===== config.mk =====
export PLATFORM = sky130hd
export DESIGN_NAME = ifetch_top
export DESIGN_NICKNAME = d
export VERILOG_FILES = /design/src/design/ifetch_pkg.sv /design/src/design/mem_if.sv /design/src/design/fetch_if.sv /design/src/design/ifetch_top.sv /design/src/design/instr_mem.sv /design/src/design/fetch_unit.sv /design/src/design/icache.sv
export SDC_FILE = /design/constraint.sdc
export NUM_CORES = 1
export LEC_CHECK = 0
export ABC_AREA = 1
export BUFFER_PORTS_ARGS = -buffer_cell sky130_fd_sc_hd__buf_2
export CORE_MARGIN = 2
export CORE_UTILIZATION = 60
export DETAILED_ROUTE_END_ITERATION = 10
export GPL_TIMING_DRIVEN = 0
export PLACE_DENSITY = 0.77
export SYNTH_ARGS = -nofsm -noshare
export SYNTH_HDL_FRONTEND = slang
export SYNTH_SLANG_ARGS = --single-unit

===== constraint.sdc =====
create_clock -name clk -period 4.99 [get_ports clk]
set_clock_uncertainty 0.05 [all_clocks]
set_input_delay 0.499 -clock clk [delete_from_list [all_inputs] [get_ports clk]]
set_output_delay 0.499 -clock clk [all_outputs]
set_load 0.01 [all_outputs]

===== src/instr.hex =====
// one 32-bit instruction word per line, word addresses 0 to 31
// the byte address of a word is four times its line number
00000093
00100113
00208193
40110233
0041a2b3
00512333
006283b3
00731433
0083c4b3
00946533
00a4f5b3
00b56633
00c5e6b3
00d66733
00e6e7b3
00f76833
10000897
01088893
0008a903
0048a983
01390a33
0148a423
00190913
fff98993
fe0994e3
00a00513
00b00593
00b50633
00c6a023
0000006f
00000013
00008067


===== src/design/ifetch_pkg.sv =====
`default_nettype none

package ifetch_pkg;

    // datapath width
    localparam int XLEN = 32;

    // direct-mapped, one word per line
    localparam int CACHE_LINES = 16;
    localparam int INDEX_W     = 4;
    localparam int TAG_W       = 10;

    // backing memory, wraps every 128 bytes
    localparam int MEM_WORDS   = 32;
    localparam int MEM_IDX_W   = 5;
    localparam int MEM_LATENCY = 3;
    localparam int MEM_CNT_W   = $clog2(MEM_LATENCY + 1);

    localparam logic [XLEN-1:0] RESET_PC = '0;

    localparam int MISS_CNT_W = 16;

    // 1 + 10 + 32 bits
    typedef struct packed {
        logic             valid;
        logic [TAG_W-1:0] tag;
        logic [XLEN-1:0]  data;
    } icache_line_t;

    typedef enum logic [1:0] {
        IDLE,
        LOOKUP,
        REFILL,
        RESPOND
    } icache_state_t;

endpackage

`default_nettype wire

===== src/design/mem_if.sv =====
`timescale 1ns/100ps
`default_nettype none

interface mem_if import ifetch_pkg::*; ();

    logic            req_valid;
    logic            req_ready;
    logic [XLEN-1:0] req_addr;
    logic            resp_valid;
    logic [XLEN-1:0] resp_data;

    // cache side, read only
    modport requester (
        output req_valid, req_addr,
        input  req_ready, resp_valid, resp_data
    );

    // memory side
    modport responder (
        input  req_valid, req_addr,
        output req_ready, resp_valid, resp_data
    );

endinterface

`default_nettype wire


===== src/design/fetch_if.sv =====
`timescale 1ns/100ps
`default_nettype none

interface fetch_if import ifetch_pkg::*; ();

    logic            req_valid;
    logic            req_ready;
    logic [XLEN-1:0] req_addr;
    logic            resp_valid;
    logic            resp_ready;
    logic [XLEN-1:0] resp_data;

    // fetch unit side
    modport requester (
        output req_valid, req_addr, resp_ready,
        input  req_ready, resp_valid, resp_data
    );

    // cache side
    modport responder (
        input  req_valid, req_addr, resp_ready,
        output req_ready, resp_valid, resp_data
    );

endinterface

`default_nettype wire


===== src/design/ifetch_top.sv =====
`timescale 1ns/100ps
`default_nettype none

module ifetch_top import ifetch_pkg::*;
(
    input  wire                   clk,
    input  wire                   rst,
    input  wire                   redirect_valid,
    input  wire  [XLEN-1:0]       redirect_pc,
    input  wire                   instr_ready,
    input  wire                   flush,
    output logic                  instr_valid,
    output logic [XLEN-1:0]       instr_pc,
    output logic [XLEN-1:0]       instr_data,
    output logic [MISS_CNT_W-1:0] miss_count
);

    fetch_if fetch_bus ();
    mem_if   mem_bus ();

    fetch_unit u_fetch (
        .clk            (clk),
        .rst            (rst),
        .redirect_valid (redirect_valid),
        .redirect_pc    (redirect_pc),
        .instr_ready    (instr_ready),
        .instr_valid    (instr_valid),
        .instr_pc       (instr_pc),
        .instr_data     (instr_data),
        .fetch          (fetch_bus.requester)
    );

    icache u_icache (
        .clk        (clk),
        .rst        (rst),
        .flush      (flush),
        .miss_count (miss_count),
        .cpu        (fetch_bus.responder),
        .mem        (mem_bus.requester)
    );

    instr_mem u_mem (
        .clk (clk),
        .rst (rst),
        .bus (mem_bus.responder)
    );

endmodule

`default_nettype wire


===== src/design/instr_mem.sv =====
`timescale 1ns/100ps
`default_nettype none

module instr_mem import ifetch_pkg::*;
(
    input wire       clk,
    input wire       rst,
    mem_if.responder bus
);

    logic [XLEN-1:0]      words [MEM_WORDS];
    logic                 busy;
    logic [MEM_CNT_W-1:0] cnt;
    logic [MEM_IDX_W-1:0] word_q;

    initial
    begin
        $readmemh("/design/src/instr.hex", words);
    end

    assign bus.req_ready  = !busy;
    // word is out MEM_LATENCY cycles after the transfer
    assign bus.resp_valid = busy && (cnt == '0);
    assign bus.resp_data  = words[word_q];

    always_ff @(posedge clk)
    begin
        if (rst)
        begin
            busy <= 1'b0;
            cnt  <= '0;
        end
        else if (bus.req_valid && bus.req_ready)
        begin
            busy <= 1'b1;
            cnt  <= MEM_CNT_W'(MEM_LATENCY - 1);
        end
        else if (busy)
        begin
            if (cnt == '0)
                busy <= 1'b0;
            else
                cnt <= cnt - 1'b1;
        end
    end

    // address bits 6:2, upper bits wrap
    always_ff @(posedge clk)
    begin
        if (bus.req_valid && bus.req_ready)
            word_q <= bus.req_addr[MEM_IDX_W+1:2];
    end

endmodule

`default_nettype wire


===== src/design/fetch_unit.sv =====
`timescale 1ns/100ps
`default_nettype none

module fetch_unit import ifetch_pkg::*;
(
    input  wire             clk,
    input  wire             rst,
    input  wire             redirect_valid,
    input  wire  [XLEN-1:0] redirect_pc,
    input  wire             instr_ready,
    output logic            instr_valid,
    output logic [XLEN-1:0] instr_pc,
    output logic [XLEN-1:0] instr_data,
    fetch_if.requester      fetch
);

    logic [XLEN-1:0] pc;
    logic            busy;
    logic            discard;
    logic            buf_valid;
    logic [XLEN-1:0] buf_pc;
    logic [XLEN-1:0] buf_data;
    logic            req_fire;
    logic            resp_fire;
    logic            load;

    // one fetch in flight, only into an empty buffer
    assign fetch.req_valid  = !busy && !buf_valid;
    assign fetch.req_addr   = pc;
    assign fetch.resp_ready = !buf_valid;

    assign req_fire  = fetch.req_valid && fetch.req_ready;
    assign resp_fire = fetch.resp_valid && fetch.resp_ready;

    // a redirect in the same cycle drops the word too
    assign load = resp_fire && !discard && !redirect_valid;

    always_ff @(posedge clk)
    begin
        if (rst)
        begin
            pc        <= RESET_PC;
            busy      <= 1'b0;
            discard   <= 1'b0;
            buf_valid <= 1'b0;
        end
        else
        begin
            if (req_fire)
                busy <= 1'b1;
            else if (resp_fire)
                busy <= 1'b0;

            if (redirect_valid)
            begin
                pc        <= redirect_pc;
                buf_valid <= 1'b0;
                // fetch still on its way for the old pc
                discard   <= req_fire || (busy && !resp_fire);
            end
            else
            begin
                if (resp_fire)
                    discard <= 1'b0;
                if (load)
                begin
                    buf_valid <= 1'b1;
                    pc        <= pc + XLEN'(4);
                end
                else if (buf_valid && instr_ready)
                begin
                    buf_valid <= 1'b0;
                end
            end
        end
    end

    always_ff @(posedge clk)
    begin
        if (load)
        begin
            buf_pc   <= pc;
            buf_data <= fetch.resp_data;
        end
    end

    assign instr_valid = buf_valid;
    assign instr_pc    = buf_pc;
    assign instr_data  = buf_data;

endmodule

`default_nettype wire


===== src/design/icache.sv =====
`timescale 1ns/100ps
`default_nettype none

module icache import ifetch_pkg::*;
(
    input  wire                   clk,
    input  wire                   rst,
    input  wire                   flush,
    output logic [MISS_CNT_W-1:0] miss_count,
    fetch_if.responder            cpu,
    mem_if.requester              mem
);

    icache_line_t       lines [CACHE_LINES];
    icache_state_t      state;
    logic [XLEN-1:0]    addr_q;
    logic [INDEX_W-1:0] addr_idx;
    logic [TAG_W-1:0]   addr_tag;
    logic               hit;
    logic               mem_sent;
    logic               flush_pend;
    logic               do_flush;

    // index is bits 5:2, tag is bits 15:6
    assign addr_idx = addr_q[INDEX_W+1:2];
    assign addr_tag = addr_q[TAG_W+INDEX_W+1:INDEX_W+2];
    assign hit      = lines[addr_idx].valid && (lines[addr_idx].tag == addr_tag);

    // a flush waits for the FSM to come back to idle
    assign do_flush = (state == IDLE) && (flush || flush_pend);

    assign cpu.req_ready  = (state == IDLE);
    assign cpu.resp_valid = (state == RESPOND);
    assign cpu.resp_data  = lines[addr_idx].data;

    assign mem.req_valid = (state == REFILL) && !mem_sent;
    assign mem.req_addr  = {addr_q[XLEN-1:2], 2'b00};

    always_ff @(posedge clk)
    begin
        if (rst)
        begin
            state      <= IDLE;
            mem_sent   <= 1'b0;
            flush_pend <= 1'b0;
            miss_count <= '0;
        end
        else
        begin
            if (do_flush)
                flush_pend <= 1'b0;
            else if (flush)
                flush_pend <= 1'b1;

            case (state)
                IDLE:
                begin
                    if (cpu.req_valid)
                        state <= LOOKUP;
                end
                LOOKUP:
                begin
                    if (hit)
                    begin
                        state <= RESPOND;
                    end
                    else
                    begin
                        state <= REFILL;
                        // saturate
                        if (miss_count != '1)
                            miss_count <= miss_count + 1'b1;
                    end
                end
                REFILL:
                begin
                    if (mem.req_valid && mem.req_ready)
                        mem_sent <= 1'b1;
                    if (mem.resp_valid)
                    begin
                        mem_sent <= 1'b0;
                        state    <= RESPOND;
                    end
                end
                RESPOND:
                begin
                    if (cpu.resp_ready)
                        state <= IDLE;
                end
                default:
                    state <= IDLE;
            endcase
        end
    end

    always_ff @(posedge clk)
    begin
        if (cpu.req_valid && cpu.req_ready)
            addr_q <= cpu.req_addr;
    end

    // line array, valid bits cleared on reset and flush
    always_ff @(posedge clk)
    begin
        if (rst || do_flush)
        begin
            for (int i = 0; i < CACHE_LINES; i++)
                lines[i].valid <= 1'b0;
        end
        else if ((state == REFILL) && mem.resp_valid)
        begin
            lines[addr_idx] <= '{valid: 1'b1, tag: addr_tag, data: mem.resp_data};
        end
    end

endmodule

`default_nettype wire


## Yosys cells after proc, flatten, opt, wreduce, memory -nomap -nowiden

Memory sizes are Yosys's and may differ from the RTL's. A register that Yosys moved wholly into a read port is not among the register bits.
Index checks and enable logic that the tools add are counted.

| storage, ports and cells | value |
|---|---|
| register bits after elaboration | 138 |
| RAM bits | 688 |
| input bits | 37 |
| output and inout port bits | 81 |
| word-level logic and storage cells | 98 |
| memories kept | 1 |

Memory list:

| memory | depth | bits a word | read ports | clocked after Yosys merged registers in | write ports | RTL line | RTL |
|---|---|---|---|---|---|---|---|
| u_icache.lines | 16 | 43 | 1 | 1 | 16 | icache.sv:14 | `icache_line_t lines [CACHE_LINES];` |

| cells by class | value |
|---|---|
| add/sub/neg operators | 3 |
| equality and inequality tests | 9 |
| mux-type cells | 29 |
| bitwise logic cells | 2 |
| reductions and logical operators | 40 |

Operators with widths:

| cell | number |
|---|---|
| $mux 32 | 2 |
| $mux 43 | 1 |
| $reduce_or 43->1 | 1 |
| $add 32x3->32 const B | 1 |
| $add 16x1->16 const B | 1 |
| $mux 1 | 16 |
| $ne 16x16->1 const B | 1 |
| $mux 2 | 7 |
| $logic_and 1x1->1 | 13 |
| $reduce_bool 2->1 | 6 |
| $eq 10x10->1 | 1 |
| $mux 4 | 2 |
| $pmux 2 s4 | 1 |
| $logic_not 1->1 | 7 |
| $reduce_and 2->1 | 3 |
| $reduce_and 3->1 | 2 |
| $reduce_or 2->1 | 3 |
| $eq 2x2->1 const B | 2 |
| $logic_not 2->1 | 2 |
| $ne 2x1->1 const B | 2 |
| $ne 2x2->1 const B | 2 |
| $logic_or 1x1->1 | 3 |
| $eq 2x1->1 const B | 1 |
| $not 1->1 | 2 |
| $sub 2x1->2 const B | 1 |

## Longest topological paths before layout

Gate-level depths: netlist of run 1.

| logic depth | value |
|---|---|
| depth after elaboration | 8 |
| mapped depth | 19 |
| depth with buffers taken out | 16 |

## Cells and area by module

A second synthesis of run 1 with hierarchy kept.

| unflattened totals | value |
|---|---|
| cells, all modules | 2801 |
| area, all modules | 34052.7 um^2 |

Modules (own cells, without submodules):

| module | instances | cells an instance | area each (um^2) | sequential area each (um^2) |
|---|---|---|---|---|
| icache | 1 | 2298 | 29373.2 | 21881.0 |
| fetch_unit | 1 | 450 | 4286.6 | 2622.5 |
| instr_mem | 1 | 53 | 392.9 | 60.1 |

## Worst setup path after synthesis of run 1

No wires, ideal clock.

| timing | value |
|---|---|
| path type | flip-flop to flip-flop |
| start | reg u_icache.state[0] |
| end | reg u_fetch.pc[19] (netlist: u_fetch.fetch.req_addr[19]) |
| setup time | 0.074 ns |
| arrival | 3.280 ns |
| required time | 4.866 ns |
| setup slack | 1.586 ns |
| cell stages (with the launch flop) | 11 |
| path buffers | 0 |
| period minus slack after synthesis | 3.404 ns |
| path through | dfxtp_1 ha_1 inv_1 nor2_1 inv_1 nor2_1 clkinv_1 nor2_1 inv_1 a211o_1 a31oi_1 |

| between the ends | value |
|---|---|
| word-level cells in the longest chain between the ends | 5 |

Ends and longest elaborated chain:

| what | RTL line | RTL |
|---|---|---|
| start, declared | icache.sv:15 | `icache_state_t state;` |
| start signal, assigned | icache.sv:43 | `state <= IDLE;` |
| start signal, assigned | icache.sv:59 | `state <= LOOKUP;` |
| start signal, assigned | icache.sv:65 | `state <= RESPOND;` |
| $eq 2x2->1 | icache.sv:33 | `assign cpu.resp_valid = (state == RESPOND);` |
| $logic_and 1x1->1 | fetch_unit.sv:33 | `assign resp_fire = fetch.resp_valid && fetch.resp_ready;` |
| $logic_and 1x1->1 (2 in a row) | fetch_unit.sv:36 | `assign load = resp_fire && !discard && !redirect_valid;` |
| net u_fetch.load | fetch_unit.sv:25 | `logic load;` |
| $reduce_bool 2->1 (no line) | - |  |
| end signal, assigned | fetch_unit.sv:56 | `pc <= redirect_pc;` |
| end signal, assigned | fetch_unit.sv:68 | `pc <= pc + XLEN'(4);` |
| end, declared | fetch_unit.sv:17 | `logic [XLEN-1:0] pc;` |

The timed path passes the listed nets, and every way through them passes these cells.
A chain may end at the register's enable or synchronous reset.

==> metrics.md, run 1 <==
| Metric | Value |
|---|---|
| Status | `completed` |
| GRT Util Overall | `0.281` |
| Largest cells by area after synthesis | `edfxtp_1 48%, dfxtp_1 12%, nand2_1 10%` |
| Non-filler cells, final | `1784` |
| IO Pins | `roughly 120` |
| Mapped Area | `between 10000 and 15000 um2` |
| Crit path kind | `reg -> reg` |
| Gate Count Post-Synth | `about 1300` |
| Synth area leader | `edfxtp_1` |
| MaxCap Viol Count | `0` |
| Maximum clock insertion buffer count | `3` |
| Post-route cell area | `14600 um2` |
| Max-slew violation count | `0` |
| Worst hold path class | `in -> reg` |
| WL final | `approximately 31 mm` |
| Leakage | `a little under 6 nW` |
| First-pass GRT wire length | `approximately 49 mm` |
| Tmin final | `between 3 and 4 ns` |
| Vias in the first global route | `9503` |
| Area growth from synthesis to layout | `14.4%` |
| Setup-failing EPs final | `0` |
| DRT iter0 DRCs | `approximately 800` |
| Layout net count | `1530` |
| # port buffers | `84` |
| Worst reg2reg setup slack | `around 1.2 ns` |
| Measured slew at the worst slew-check pin | `around 1.2 ns` |
| Antenna Diode Count | `0` |
| Crit path cell chain | `inv_1 -> ha_1 -> a21oi_2 -> clkinv_1 -> nor3_1 -> nand3_1 -> nor2_1` |
| Pwr/cell area | `between 400 and 500 nW/um2` |
| Final hold violations | `0` |
| Slowest cell on crit path | `nor2_1` |
| Routed len/inst | `17.5 um` |
| Crit end category | `flop` |
| CP Launch Type | `flop` |
| Hold buffer count at CTS | `0` |
| Final antenna-violating net count | `0` |
| RSZ-0062 raised after global routing | `no` |
| Overflow after GRT | `0` |
| Number of synthesized register bits | `between 200 and 300` |
| Mean Syn Cell Area | `9.56 um2` |
| Placed wire-length estimate | `20.9 mm` |
| Clk_lat worst skew | `0.54 ns` |
| Die area | `roughly 23000 um2` |
| Largest net degree at the start of global routing | `33` |
| Crit Path Max Fanout | `10` |
| Post-synth top area share | `0.483` |
| Max stage delay on crit path | `1.03 ns` |
| Clock root buffer master | `clkbuf_16` |
| DRC violations left | `0` |
| DRT Pass-1 Iters | `5` |
| Post-CTS Setup Bufs | `0` |
| Rel. slew slack | `0.179` |
| Async set or reset register ratio after synthesis | `0` |
| Initial antenna violation count | `1` |
| Setup_tns | `0 ns` |
| Multi-input logic area | `4070 um2` |
| Final critical-path share of the clock period | `0.766` |
| TritonCTS clock tree | `yes` |
| Register area | `between 7000 and 8000 um2` |
| Die Y | `around 150 um` |
| PostCTS Resize Cnt | `0` |
| Worst Path Arrival | `3.92 ns` |
| Routability congestion estimate | `around 0.9` |
| Buf+Inv Stages, Crit Path | `2` |
| WP data required | `~5.1 ns` |
| Post-synth EDFFs | `a little over 200` |
| Area after DPL | `roughly 14000 um2` |
| Cell family with most CP delay | `simple AND/OR/NAND/NOR gates` |
| Synth Flop Type | `edfxtp_1` |
| Fmax | `between 0.2 and 0.3 GHz` |
| Vias post-DR | `between 9000 and 10000` |
| Clock-pin slew on the worst setup and hold paths | `0.06 ns` |
| Num CTS Buffers | `29` |
| H-Tree Depth | `1` |
| Core Area | `approximately 21000 um2` |
| Most frequent cells in the layout | `348 x nand2_1, 206 x edfxtp_1, 141 x nand3_1, 141 x inv_1, 104 x buf_2` |
| Drt via density | `between 5 and 6` |
| Library cells used by synthesis | `46` |
| Initial Util | `0.611` |
| Commonest non-fill, non-tap cell in the layout | `nand2_1` |
| Floorplan die width | `approximately 150 um` |
| Placed Cells | `1731` |
| Tot Pwr | `approximately 7 mW` |
| Layout cells sized above 1 | `0.161` |
| IR Drop Worst-Case VDD | `0.000311 V` |
| Fill count | `1636` |
| Standard-cell rows | `53` |
| Clock Sinks | `approximately 280` |
| Seq/Total Area, Yosys | `0.605` |
| Final cell utilization of the core | `0.699` |
| Syn. warnings | `0` |
flip-flops by register name, summed over array words and instances (netlist names), 2 cells and up, named ones only:
register / flops
u_fetch.instr_pc: 32
u_icache.addr_q: 14
u_icache.miss_count: 16
u_icache.lines: 176
u_fetch.fetch.req_addr: 32
u_mem.cnt: 2
u_icache.state: 2
layout make-up:
type	instances	share of cell area
Sequential cell	284	0.529
Multi-Input combinational cell	855	0.278
Clock buffer	45	0.0606
Inverter	148	0.0383
Buffer	84	0.0373
Timing Repair Buffer	85	0.0301
Tap cell	275	0.0235
Clock inverter	8	0.00316
cell usage after synthesis, drive strengths merged, types with 10 or more instances:
cell type,count
a21oi,53
buf,71
clkbuf,13
dfxtp,78
edfxtp,206
inv,146
nand2,359
nand3,144
nor2,101
nor3,20
o211ai,16
o21ai,57
xnor2,10
xor2,16
metal layers:
metal / vias to the layer above / part of all wire / wire (um) / track usage
met5: - / 0 / 0 / 0
met1: 4615 / 0.40 / 12600 / 0.365
met2: 441 / 0.48 / 15000 / 0.473
met3: 93 / 0.078 / 2450 / 0.0399
li1: 4685 / - / - / -
met4: 0 / 0.038 / 1200 / 0.120
stage by stage:
| step | hold slack (ns) | setup slack, ns |
|---|---|---|
| 3_3_place_gp | 0.357 | 0.202 |
| 5_1_grt | 0.181 | 0.842 |
| 6_report | 0.144 | 1.17 |
| 2_1_floorplan | 0.353 | 1.59 |
| 3_5_place_dp | 0.376 | 1.23 |
| 4_1_cts | 0.135 | 1.23 |
where the power goes:
group | total (mW) | switching [mW] | leakage (nW) | internal [mW]
logic | 1.96 | 1.34 | 2.94 | 0.617
clock network | 2.10 | 0.887 | 0.453 | 1.22
registers | 3.13 | 0.281 | 2.52 | 2.85
total | 7.19 | 2.51 | 5.91 | 4.68
cells by family (layout without fill, tap and decap cells):
kind of cell | Yosys count | in the layout | synth area share
simple gates | 638 | 638 | 0.212
compound gates | 153 | 153 | 0.0724
other cells | 1 | 32 | 0.000293
fa+ha+maj | 6 | 6 | 0.00586
xor+xnor | 26 | 26 | 0.0178
buf+inv | 232 | 370 | 0.0865
flops | 284 | 284 | 0.605
worst paths after layout:
kind                             start                        end  cells after the start
min reg2reg  u_fetch.fetch.req_addr[1]        u_fetch.instr_pc[1]                      0
max reg2reg          u_icache.state[0]     u_icache.lines[13][40]                      7
max                  u_icache.state[0]     u_icache.lines[13][40]                      7
min                     redirect_pc[1]  u_fetch.fetch.req_addr[1]                      3
worst reg2reg max path, delay by kind of cell, from the launching register on:
family,cells,cell delay [ns]
simple gates,3,1.84
compound gates,1,0.39
buf+inv,2,0.52
flops,1,0.38
fa+ha+maj,1,0.26
Note: power is estimated with default switching activity, not from simulation.
==> run 2: changes to the inputs <==
--- a/config.mk
+++ b/config.mk
@@ -8,10 +8,10 @@
 export ABC_AREA = 1
 export BUFFER_PORTS_ARGS = -buffer_cell sky130_fd_sc_hd__buf_2
 export CORE_MARGIN = 2
-export CORE_UTILIZATION = 60
+export CORE_UTILIZATION = 59
 export DETAILED_ROUTE_END_ITERATION = 10
 export GPL_TIMING_DRIVEN = 0
-export PLACE_DENSITY = 0.77
+export PLACE_DENSITY = 0.76
 export SYNTH_ARGS = -nofsm -noshare
 export SYNTH_HDL_FRONTEND = slang
 export SYNTH_SLANG_ARGS = --single-unit
==> constraint.sdc (replaced) <==
create_clock -name clk -period 3.6 [get_ports clk]
set_clock_uncertainty 0.05 [all_clocks]
set_input_delay 0.36 -clock clk [delete_from_list [all_inputs] [get_ports clk]]
set_output_delay 0.36 -clock clk [all_outputs]
set_load 0.01 [all_outputs]
==> run 2 against run 1 <==
  * The flow now finishes with violations (setup timing)
  * Final cell count increased by 0.34%
  * Power increased by 41%
  * First-iteration DRC count rose by 10%
  * Register-to-register slack got worse by 1.2 ns
  * Clock power increased by 45%
  * Design area up 1.2%
  * Fmax rose by 6.1%
  * Critical path depth is the same
==> metrics.md, run 2 (synthesis gave the netlist of run 1 again) <==
| Metric | Value |
|---|---|
| GRT Util Overall | `0.274 (-0.00701)` |
| R2R Path End | `u_icache.lines[9][40]` |
| Area growth from synthesis to layout | `15.7%` |
| Slowest cell on crit path | `nor2_2` |
| DRT iter0 DRCs | `862 (+10%)` |
| Rel. slew slack | `0.433 (+0.254)` |
| Setup-failing EPs final | `1 (+1)` |
| Final hold violations | `0 (unchanged)` |
| Sw Ratio | `0.346 (-0.00294)` |
| Final antenna-violating net count | `0 (unchanged)` |
| Final critical-path share of the clock period | `1.00 (+0.235)` |
| Largest reg by FF count | `u_icache.lines` |
| Status | `finished, violations left` |
| Post-route cell area | `14800 um2 (+1.2%)` |
| Antenna Diode Count | `0 (unchanged)` |
| Worst Path Arrival | `3.72 ns (-0.20 ns)` |
| Drt via density | `5.53 (+0.29%)` |
| Crit end category | `flop` |
| Failing checks | `setup timing` |
| Fmax | `0.277 GHz (+6.1%)` |
| Core Area | `21200 um2 (+0.95%)` |
| Pre-CTS setup slack | `-0.199 ns (-1.43 ns)` |
| Routability congestion estimate | `0.929 (+0.26%)` |
| RSZ-0062 raised after global routing | `yes` |
| Layout net count | `1534 (+0.26%)` |
| Max-slew violation count | `0 (unchanged)` |
| Max stage delay on crit path | `0.72 ns (-0.31 ns)` |
| Buf+Inv Stages, Crit Path | `2 (unchanged)` |
| CP Launch Type | `flop` |
| Tot Pwr | `10.1 mW (+41%)` |
| Combinational power share | `0.271 (about the same)` |
| Final cell utilization of the core | `0.701 (+0.00165)` |
| H-Tree Depth | `1 (unchanged)` |
| TritonCTS clock tree | `yes` |
| Crit path cell chain | `inv_1 -> ha_1 -> a21oi_2 -> clkinv_1 -> nor3_1 -> nand3_1 -> nor2_2` |
| MaxCap Viol Count | `0 (unchanged)` |
| Final setup margin | `-0.00502 ns (-1.17 ns)` |
| WL final | `31.3 mm (+0.12%)` |
| Crit Path Max Fanout | `10 (unchanged)` |
| Clock root buffer master | `clkbuf_16` |
| Fill count | `1583 (-3.2%)` |
| Area after DPL | `13700 um2 (unchanged)` |
| Non-filler cells, final | `1790 (+0.34%)` |
| Hold wc startpoint | `redirect_pc[12]` |
| Placed Cells | `1731 (unchanged)` |
| Maximum clock insertion buffer count | `3 (unchanged)` |
| Floorplan die width | `151 um (+0.82%)` |
| Tmin final | `3.61 ns (-0.219 ns)` |
| Pwr/cell area | `682 nW/um2 (+39%)` |
| Pint | `6.62 mW (+41%)` |
| Seq pwr share | `0.428 (-0.007)` |
| Hold Path Depth | `3 (unchanged)` |
| Clk pwr share | `0.301 (+0.008)` |
| DRC violations left | `0 (unchanged)` |
| DRT Pass-1 Iters | `7 (+2)` |
| Clock Sinks | `284 (unchanged)` |
| Layout cells sized above 1 | `0.172 (+0.0112)` |
| Crit path kind | `reg -> reg` |
| # port buffers | `84 (unchanged)` |
| IR Drop Worst-Case VDD | `0.000400 V (+29%)` |
| CP Depth | `7 (unchanged)` |
| Routed len/inst | `17.5 um (-0.22%)` |
| Overflow after GRT | `0 (unchanged)` |
| Clock-pin slew on the worst setup and hold paths | `0.06 ns (about the same)` |
| Standard-cell rows | `53 (unchanged)` |
| First-pass GRT wire length | `48.0 mm (-2.3%)` |
| Leakage | `5.97 nW (+0.95%)` |
| Largest net degree at the start of global routing | `33 (unchanged)` |
| Placed wire-length estimate | `20.9 mm (-0.36%)` |
| Most frequent cells in the layout | `348 x nand2_1, 206 x edfxtp_1, 141 x nand3_1, 141 x inv_1, 104 x buf_2` |
| Measured slew at the worst slew-check pin | `0.840 ns (-0.387 ns)` |
| WP data required | `3.72 ns (-1.36 ns)` |
| Initial antenna violation count | `0 (-1)` |
| Cell family with most CP delay | `simple AND/OR/NAND/NOR gates` |
| Num CTS Buffers | `30 (+3.4%)` |
| Cell count of the worst reg-to-reg path | `7 (unchanged)` |
| Die Y | `151 um (+0.82%)` |
| Max reg flops | `176 (unchanged)` |
| Vias in the first global route | `9303 (-2.1%)` |
| Vias post-DR | `9896 (+0.63%)` |
| Commonest non-fill, non-tap cell in the layout | `nand2_1` |
| Worst hold path class | `in -> reg` |
| IO Pins | `118 (unchanged)` |
| R2r startpoint | `u_icache.state[0]` |
| NetSw | `3.50 mW (+40%)` |
| Worst reg2reg setup slack | `-0.005 ns (-1.17 ns)` |
| Clk_lat worst skew | `0.56 ns (+0.02 ns)` |
| Worst Hold Endpoint | `u_fetch.fetch.req_addr[12]` |
| Die area | `22900 um2 (+1.7%)` |
| Initial Util | `0.605 (-0.00575)` |
==> run 2: per-stage QoR <==
step	setup TNS, ns	hold slack [ns]
2_1_floorplan	0	0.353
3_3_place_gp	-39.34	0.357
3_5_place_dp	-10.47	0.376
4_1_cts	-7.24	0.0191
5_1_grt	-10.01	0.0327
6_report	-0.00502	0.0358
==> run 2: cell type report <==
class                           instances  area (um2)  area share
Sequential cell                       284        7750       0.523
Timing Repair Buffer                   88         470      0.0317
Clock buffer                           42         900      0.0607
Multi-Input combinational cell        855        4150       0.280
Buffer                                 84         547      0.0369
Inverter                              148         561      0.0378
Clock inverter                         14        97.6     0.00659
Tap cell                              275         344      0.0232
==> run 2: worst max path at each step <==
stage,startpoint,endpoint
after floorplan,u_icache.state[0],u_fetch.fetch.req_addr[19]
after global placement,u_icache.state[0],u_fetch.fetch.req_addr[19]
after detailed placement,u_icache.state[0],u_icache.lines[13][32]
after CTS,u_icache.state[0],u_icache.lines[9][40]
after global routing,u_icache.state[0],u_icache.lines[13][40]
final,u_icache.state[0],u_icache.lines[9][40]
==> run 2: worst min-delay path: stages <==
cell	delay, ns
buf_2	0.10
nand2_1	0.05
a31oi_1	0.08
==> run 2: timing repair <==
action / CTS / global route
hold buffers: 3 / 0
setup endpoints to repair: 139 / 114
resized for setup: 11 / 13
pin swaps: 0 / 0
buffers inserted: 0 / 0
endpoints found under the hold margin: 3 / 0
==> run 2: power by group through the flow <==
| stage | clock network (mW) | logic [mW] | registers [mW] |
|---|---|---|---|
| floorplan | 0 | 1.88 | 4.23 |
| global placement | 0 | 2.57 | 4.37 |
| detailed placement | 0 | 2.63 | 4.38 |
| CTS | 3.08 | 2.67 | 4.32 |
| global route | 3.19 | 3.00 | 4.36 |
| finish | 3.05 | 2.74 | 4.33 |
==> run 2: routing by layer <==
| metal | global-route usage | wire length, um | vias up |
|---|---|---|---|
| met5 | 0 | 0 | - |
| met4 | 0.0977 | 951 | 0 |
| met3 | 0.0364 | 2360 | 75 |
| met2 | 0.478 | 15500 | 426 |
| met1 | 0.351 | 12500 | 4690 |
| li1 | - | - | 4705 |
==> run 3: changes to the inputs <==
--- a/config.mk
+++ b/config.mk
@@ -12,6 +12,7 @@
 export DETAILED_ROUTE_END_ITERATION = 10
 export GPL_TIMING_DRIVEN = 0
 export PLACE_DENSITY = 0.76
+export RECOVER_POWER = 50
 export SYNTH_ARGS = -nofsm -noshare
 export SYNTH_HDL_FRONTEND = slang
 export SYNTH_SLANG_ARGS = --single-unit
==> run 3 against run 2 <==
  * The run now ends clean
  * Setup slack better by 0.013 ns
  * Global-route usage unchanged
  * Non-clock buffer count unchanged
  * Sequential power about the same
  * Via count about the same
  * Fmax up 0.37%
  * First-iteration DRC count down 0.35%
  * Critical path type unchanged
==> metrics.md, run 3 (synthesis gave the netlist of run 1 again) <==
| Metric | Value |
|---|---|
| Final setup margin | `0.00809 ns (+0.0131 ns)` |
| Core Area | `21200 um2 (unchanged)` |
| Most frequent cells in the layout | `348 x nand2_1, 206 x edfxtp_1, 141 x nand3_1, 141 x inv_1, 89 x buf_2` |
| TritonCTS clock tree | `yes` |
| Buf+Inv Stages, Crit Path | `2 (unchanged)` |
| Max stage delay on crit path | `0.71 ns (about the same)` |
| Setup-failing EPs final | `0 (-1)` |
| Hold Slack | `0.0367 ns (+0.000884 ns)` |
| Vias in the first global route | `9303 (unchanged)` |
| Antenna Diode Count | `0 (unchanged)` |
| GRT Util Overall | `0.274 (unchanged)` |
| Crit Path Max Fanout | `10 (unchanged)` |
| Crit path cell chain | `inv_1 -> ha_1 -> a21oi_2 -> clkinv_1 -> nor3_1 -> nand3_1 -> nor2_2` |
| Clk_lat worst skew | `0.56 ns (about the same)` |
| Sw Ratio | `0.346 (about the same)` |
| MaxCap Viol Count | `0 (unchanged)` |
| Seq pwr share | `0.428 (about the same)` |
| Pwr/cell area | `683 nW/um2 (about the same)` |
| DRT Pass-1 Iters | `7 (unchanged)` |
| Maximum clock insertion buffer count | `3 (unchanged)` |
| Crit end category | `flop` |
| Die Y | `151 um (unchanged)` |
| Layout cells sized above 1 | `0.162 (-0.00990)` |
| First-pass GRT wire length | `48.0 mm (unchanged)` |
| Fmax | `0.278 GHz (+0.37%)` |
| WL final | `31.3 mm (about the same)` |
| Max reg flops | `176 (unchanged)` |
| Area after DPL | `13700 um2 (unchanged)` |
| NetSw | `3.49 mW (-0.11%)` |
| CP Launch Type | `flop` |
| Cell family with most CP delay | `simple AND/OR/NAND/NOR gates` |
| Final antenna-violating net count | `0 (unchanged)` |
| Worst hold path class | `in -> reg` |
| Placed wire-length estimate | `20.9 mm (unchanged)` |
| DRC violations left | `0 (unchanged)` |
| Crit path kind | `reg -> reg` |
| IR Drop Worst-Case VDD | `0.000399 V (-0.10%)` |
| Fill count | `1587 (+0.25%)` |
| Routed len/inst | `17.5 um (about the same)` |
| Post-route cell area | `14800 um2 (-0.13%)` |
| Standard-cell rows | `53 (unchanged)` |
| Measured slew at the worst slew-check pin | `0.840 ns (-0.000295 ns)` |
| Routability congestion estimate | `0.929 (unchanged)` |
| Pre-CTS setup slack | `-0.199 ns (unchanged)` |
| Area growth from synthesis to layout | `15.6%` |
| Layout net count | `1534 (unchanged)` |
| # port buffers | `84 (unchanged)` |
| CP Depth | `7 (unchanged)` |
| Num CTS Buffers | `30 (unchanged)` |
| Cell count of the worst reg-to-reg path | `7 (unchanged)` |
| Clock Sinks | `284 (unchanged)` |
| Placed Cells | `1731 (unchanged)` |
| Post-CTS Setup Bufs | `0 (unchanged)` |
| Non-filler cells, final | `1790 (unchanged)` |
| Tmin final | `3.59 ns (-0.0131 ns)` |
| Commonest non-fill, non-tap cell in the layout | `nand2_1` |
| Max-slew violation count | `0 (unchanged)` |
| Floorplan die width | `151 um (unchanged)` |
| Pint | `6.62 mW (about the same)` |
| Initial Util | `0.605 (unchanged)` |
| Hold Path Depth | `3 (unchanged)` |
| RSZ-0062 raised after global routing | `yes` |
| Initial antenna violation count | `0 (unchanged)` |
| Drt via density | `5.53 (about the same)` |
| Rel. slew slack | `0.433 (about the same)` |
| Clock-pin slew on the worst setup and hold paths | `0.06 ns (about the same)` |
| Final hold violations | `0 (unchanged)` |
| Vias post-DR | `9904 (+0.081%)` |
| Die area | `22900 um2 (unchanged)` |
| Combinational power share | `0.271 (about the same)` |
| Final critical-path share of the clock period | `0.998 (-0.00364)` |
| Clk pwr share | `0.301 (about the same)` |
| Worst Path Arrival | `3.71 ns (about the same)` |
| Tot Pwr | `10.1 mW (about the same)` |
| H-Tree Depth | `1 (unchanged)` |
| WP data required | `3.72 ns (about the same)` |
| Largest reg by FF count | `u_icache.lines` |
| Overflow after GRT | `0 (unchanged)` |
| Clock root buffer master | `clkbuf_16` |
| DRT iter0 DRCs | `859 (-0.35%)` |
| Status | `completed` |
| Largest net degree at the start of global routing | `33 (unchanged)` |
| IO Pins | `118 (unchanged)` |
| Leakage | `5.92 nW (-0.70%)` |
| Slowest cell on crit path | `nor2_2` |
-- run 3: final timing paths --
check | to | from | slack (ns)
max | u_icache.lines[9][40] | u_icache.state[0] | 0.008
min | u_fetch.fetch.req_addr[12] | redirect_pc[12] | 0.04
max reg2reg | u_icache.lines[9][40] | u_icache.state[0] | 0.008
min reg2reg | u_fetch.instr_pc[0] | u_fetch.fetch.req_addr[0] | 0.39
-- run 3: cell type report --
type | count | area, um2 | area share
flip-flops and latches | 284 | 7750 | 0.523
inverters | 148 | 561 | 0.0379
plain buffers | 84 | 547 | 0.0369
clock inverters | 14 | 97.6 | 0.00659
multi-input cells | 855 | 4150 | 0.281
well taps | 275 | 344 | 0.0232
repair buffers | 88 | 452 | 0.0305
clock buffers | 42 | 900 | 0.0608
-- run 3: power by group through the flow --
| stage | registers [mW] | logic [mW] | clock network, mW |
|---|---|---|---|
| 2_1_floorplan | 4.23 | 1.88 | 0 |
| 3_3_place_gp | 4.37 | 2.57 | 0 |
| 3_5_place_dp | 4.38 | 2.63 | 0 |
| 4_1_cts | 4.32 | 2.67 | 3.08 |
| 5_1_grt | 4.36 | 3.00 | 3.19 |
| 6_report | 4.33 | 2.74 | 3.04 |
-- run 3: worst register-to-register path, cell delays in order, from the launching register on --
cell,delay (ns)
dfxtp_1,0.38
inv_1,0.11
ha_1,0.28
a21oi_2,0.40
clkinv_1,0.41
nor3_1,0.41
nand3_1,0.46
nor2_2,0.71
-- run 3: layer usage --
layer | vias to the layer above | wire (um) | GRT usage
met5 | - | 0 | 0
li1 | 4705 | - | -
met1 | 4695 | 12500 | 0.351
met2 | 432 | 15600 | 0.478
met4 | 0 | 884 | 0.0977
met3 | 72 | 2330 | 0.0364
-- run 3: metrics by stage --
| stage | util | TNS (ns) |
|---|---|---|
| global route | 0.700 | -10.01 |
| CTS | 0.698 | -7.24 |
| detailed placement | 0.648 | -10.47 |
| finish | 0.700 | 0 |
| global placement | 0.647 | -39.34 |
| floorplan | - | 0 |
-- run 3: repair_timing --
action | in CTS | in global routing
pin swaps | 0 | 0
hold endpoints to repair | 3 | 0
hold buffers | 3 | 0
resized for setup | 11 | 13
endpoints found under the setup margin | 139 | 114
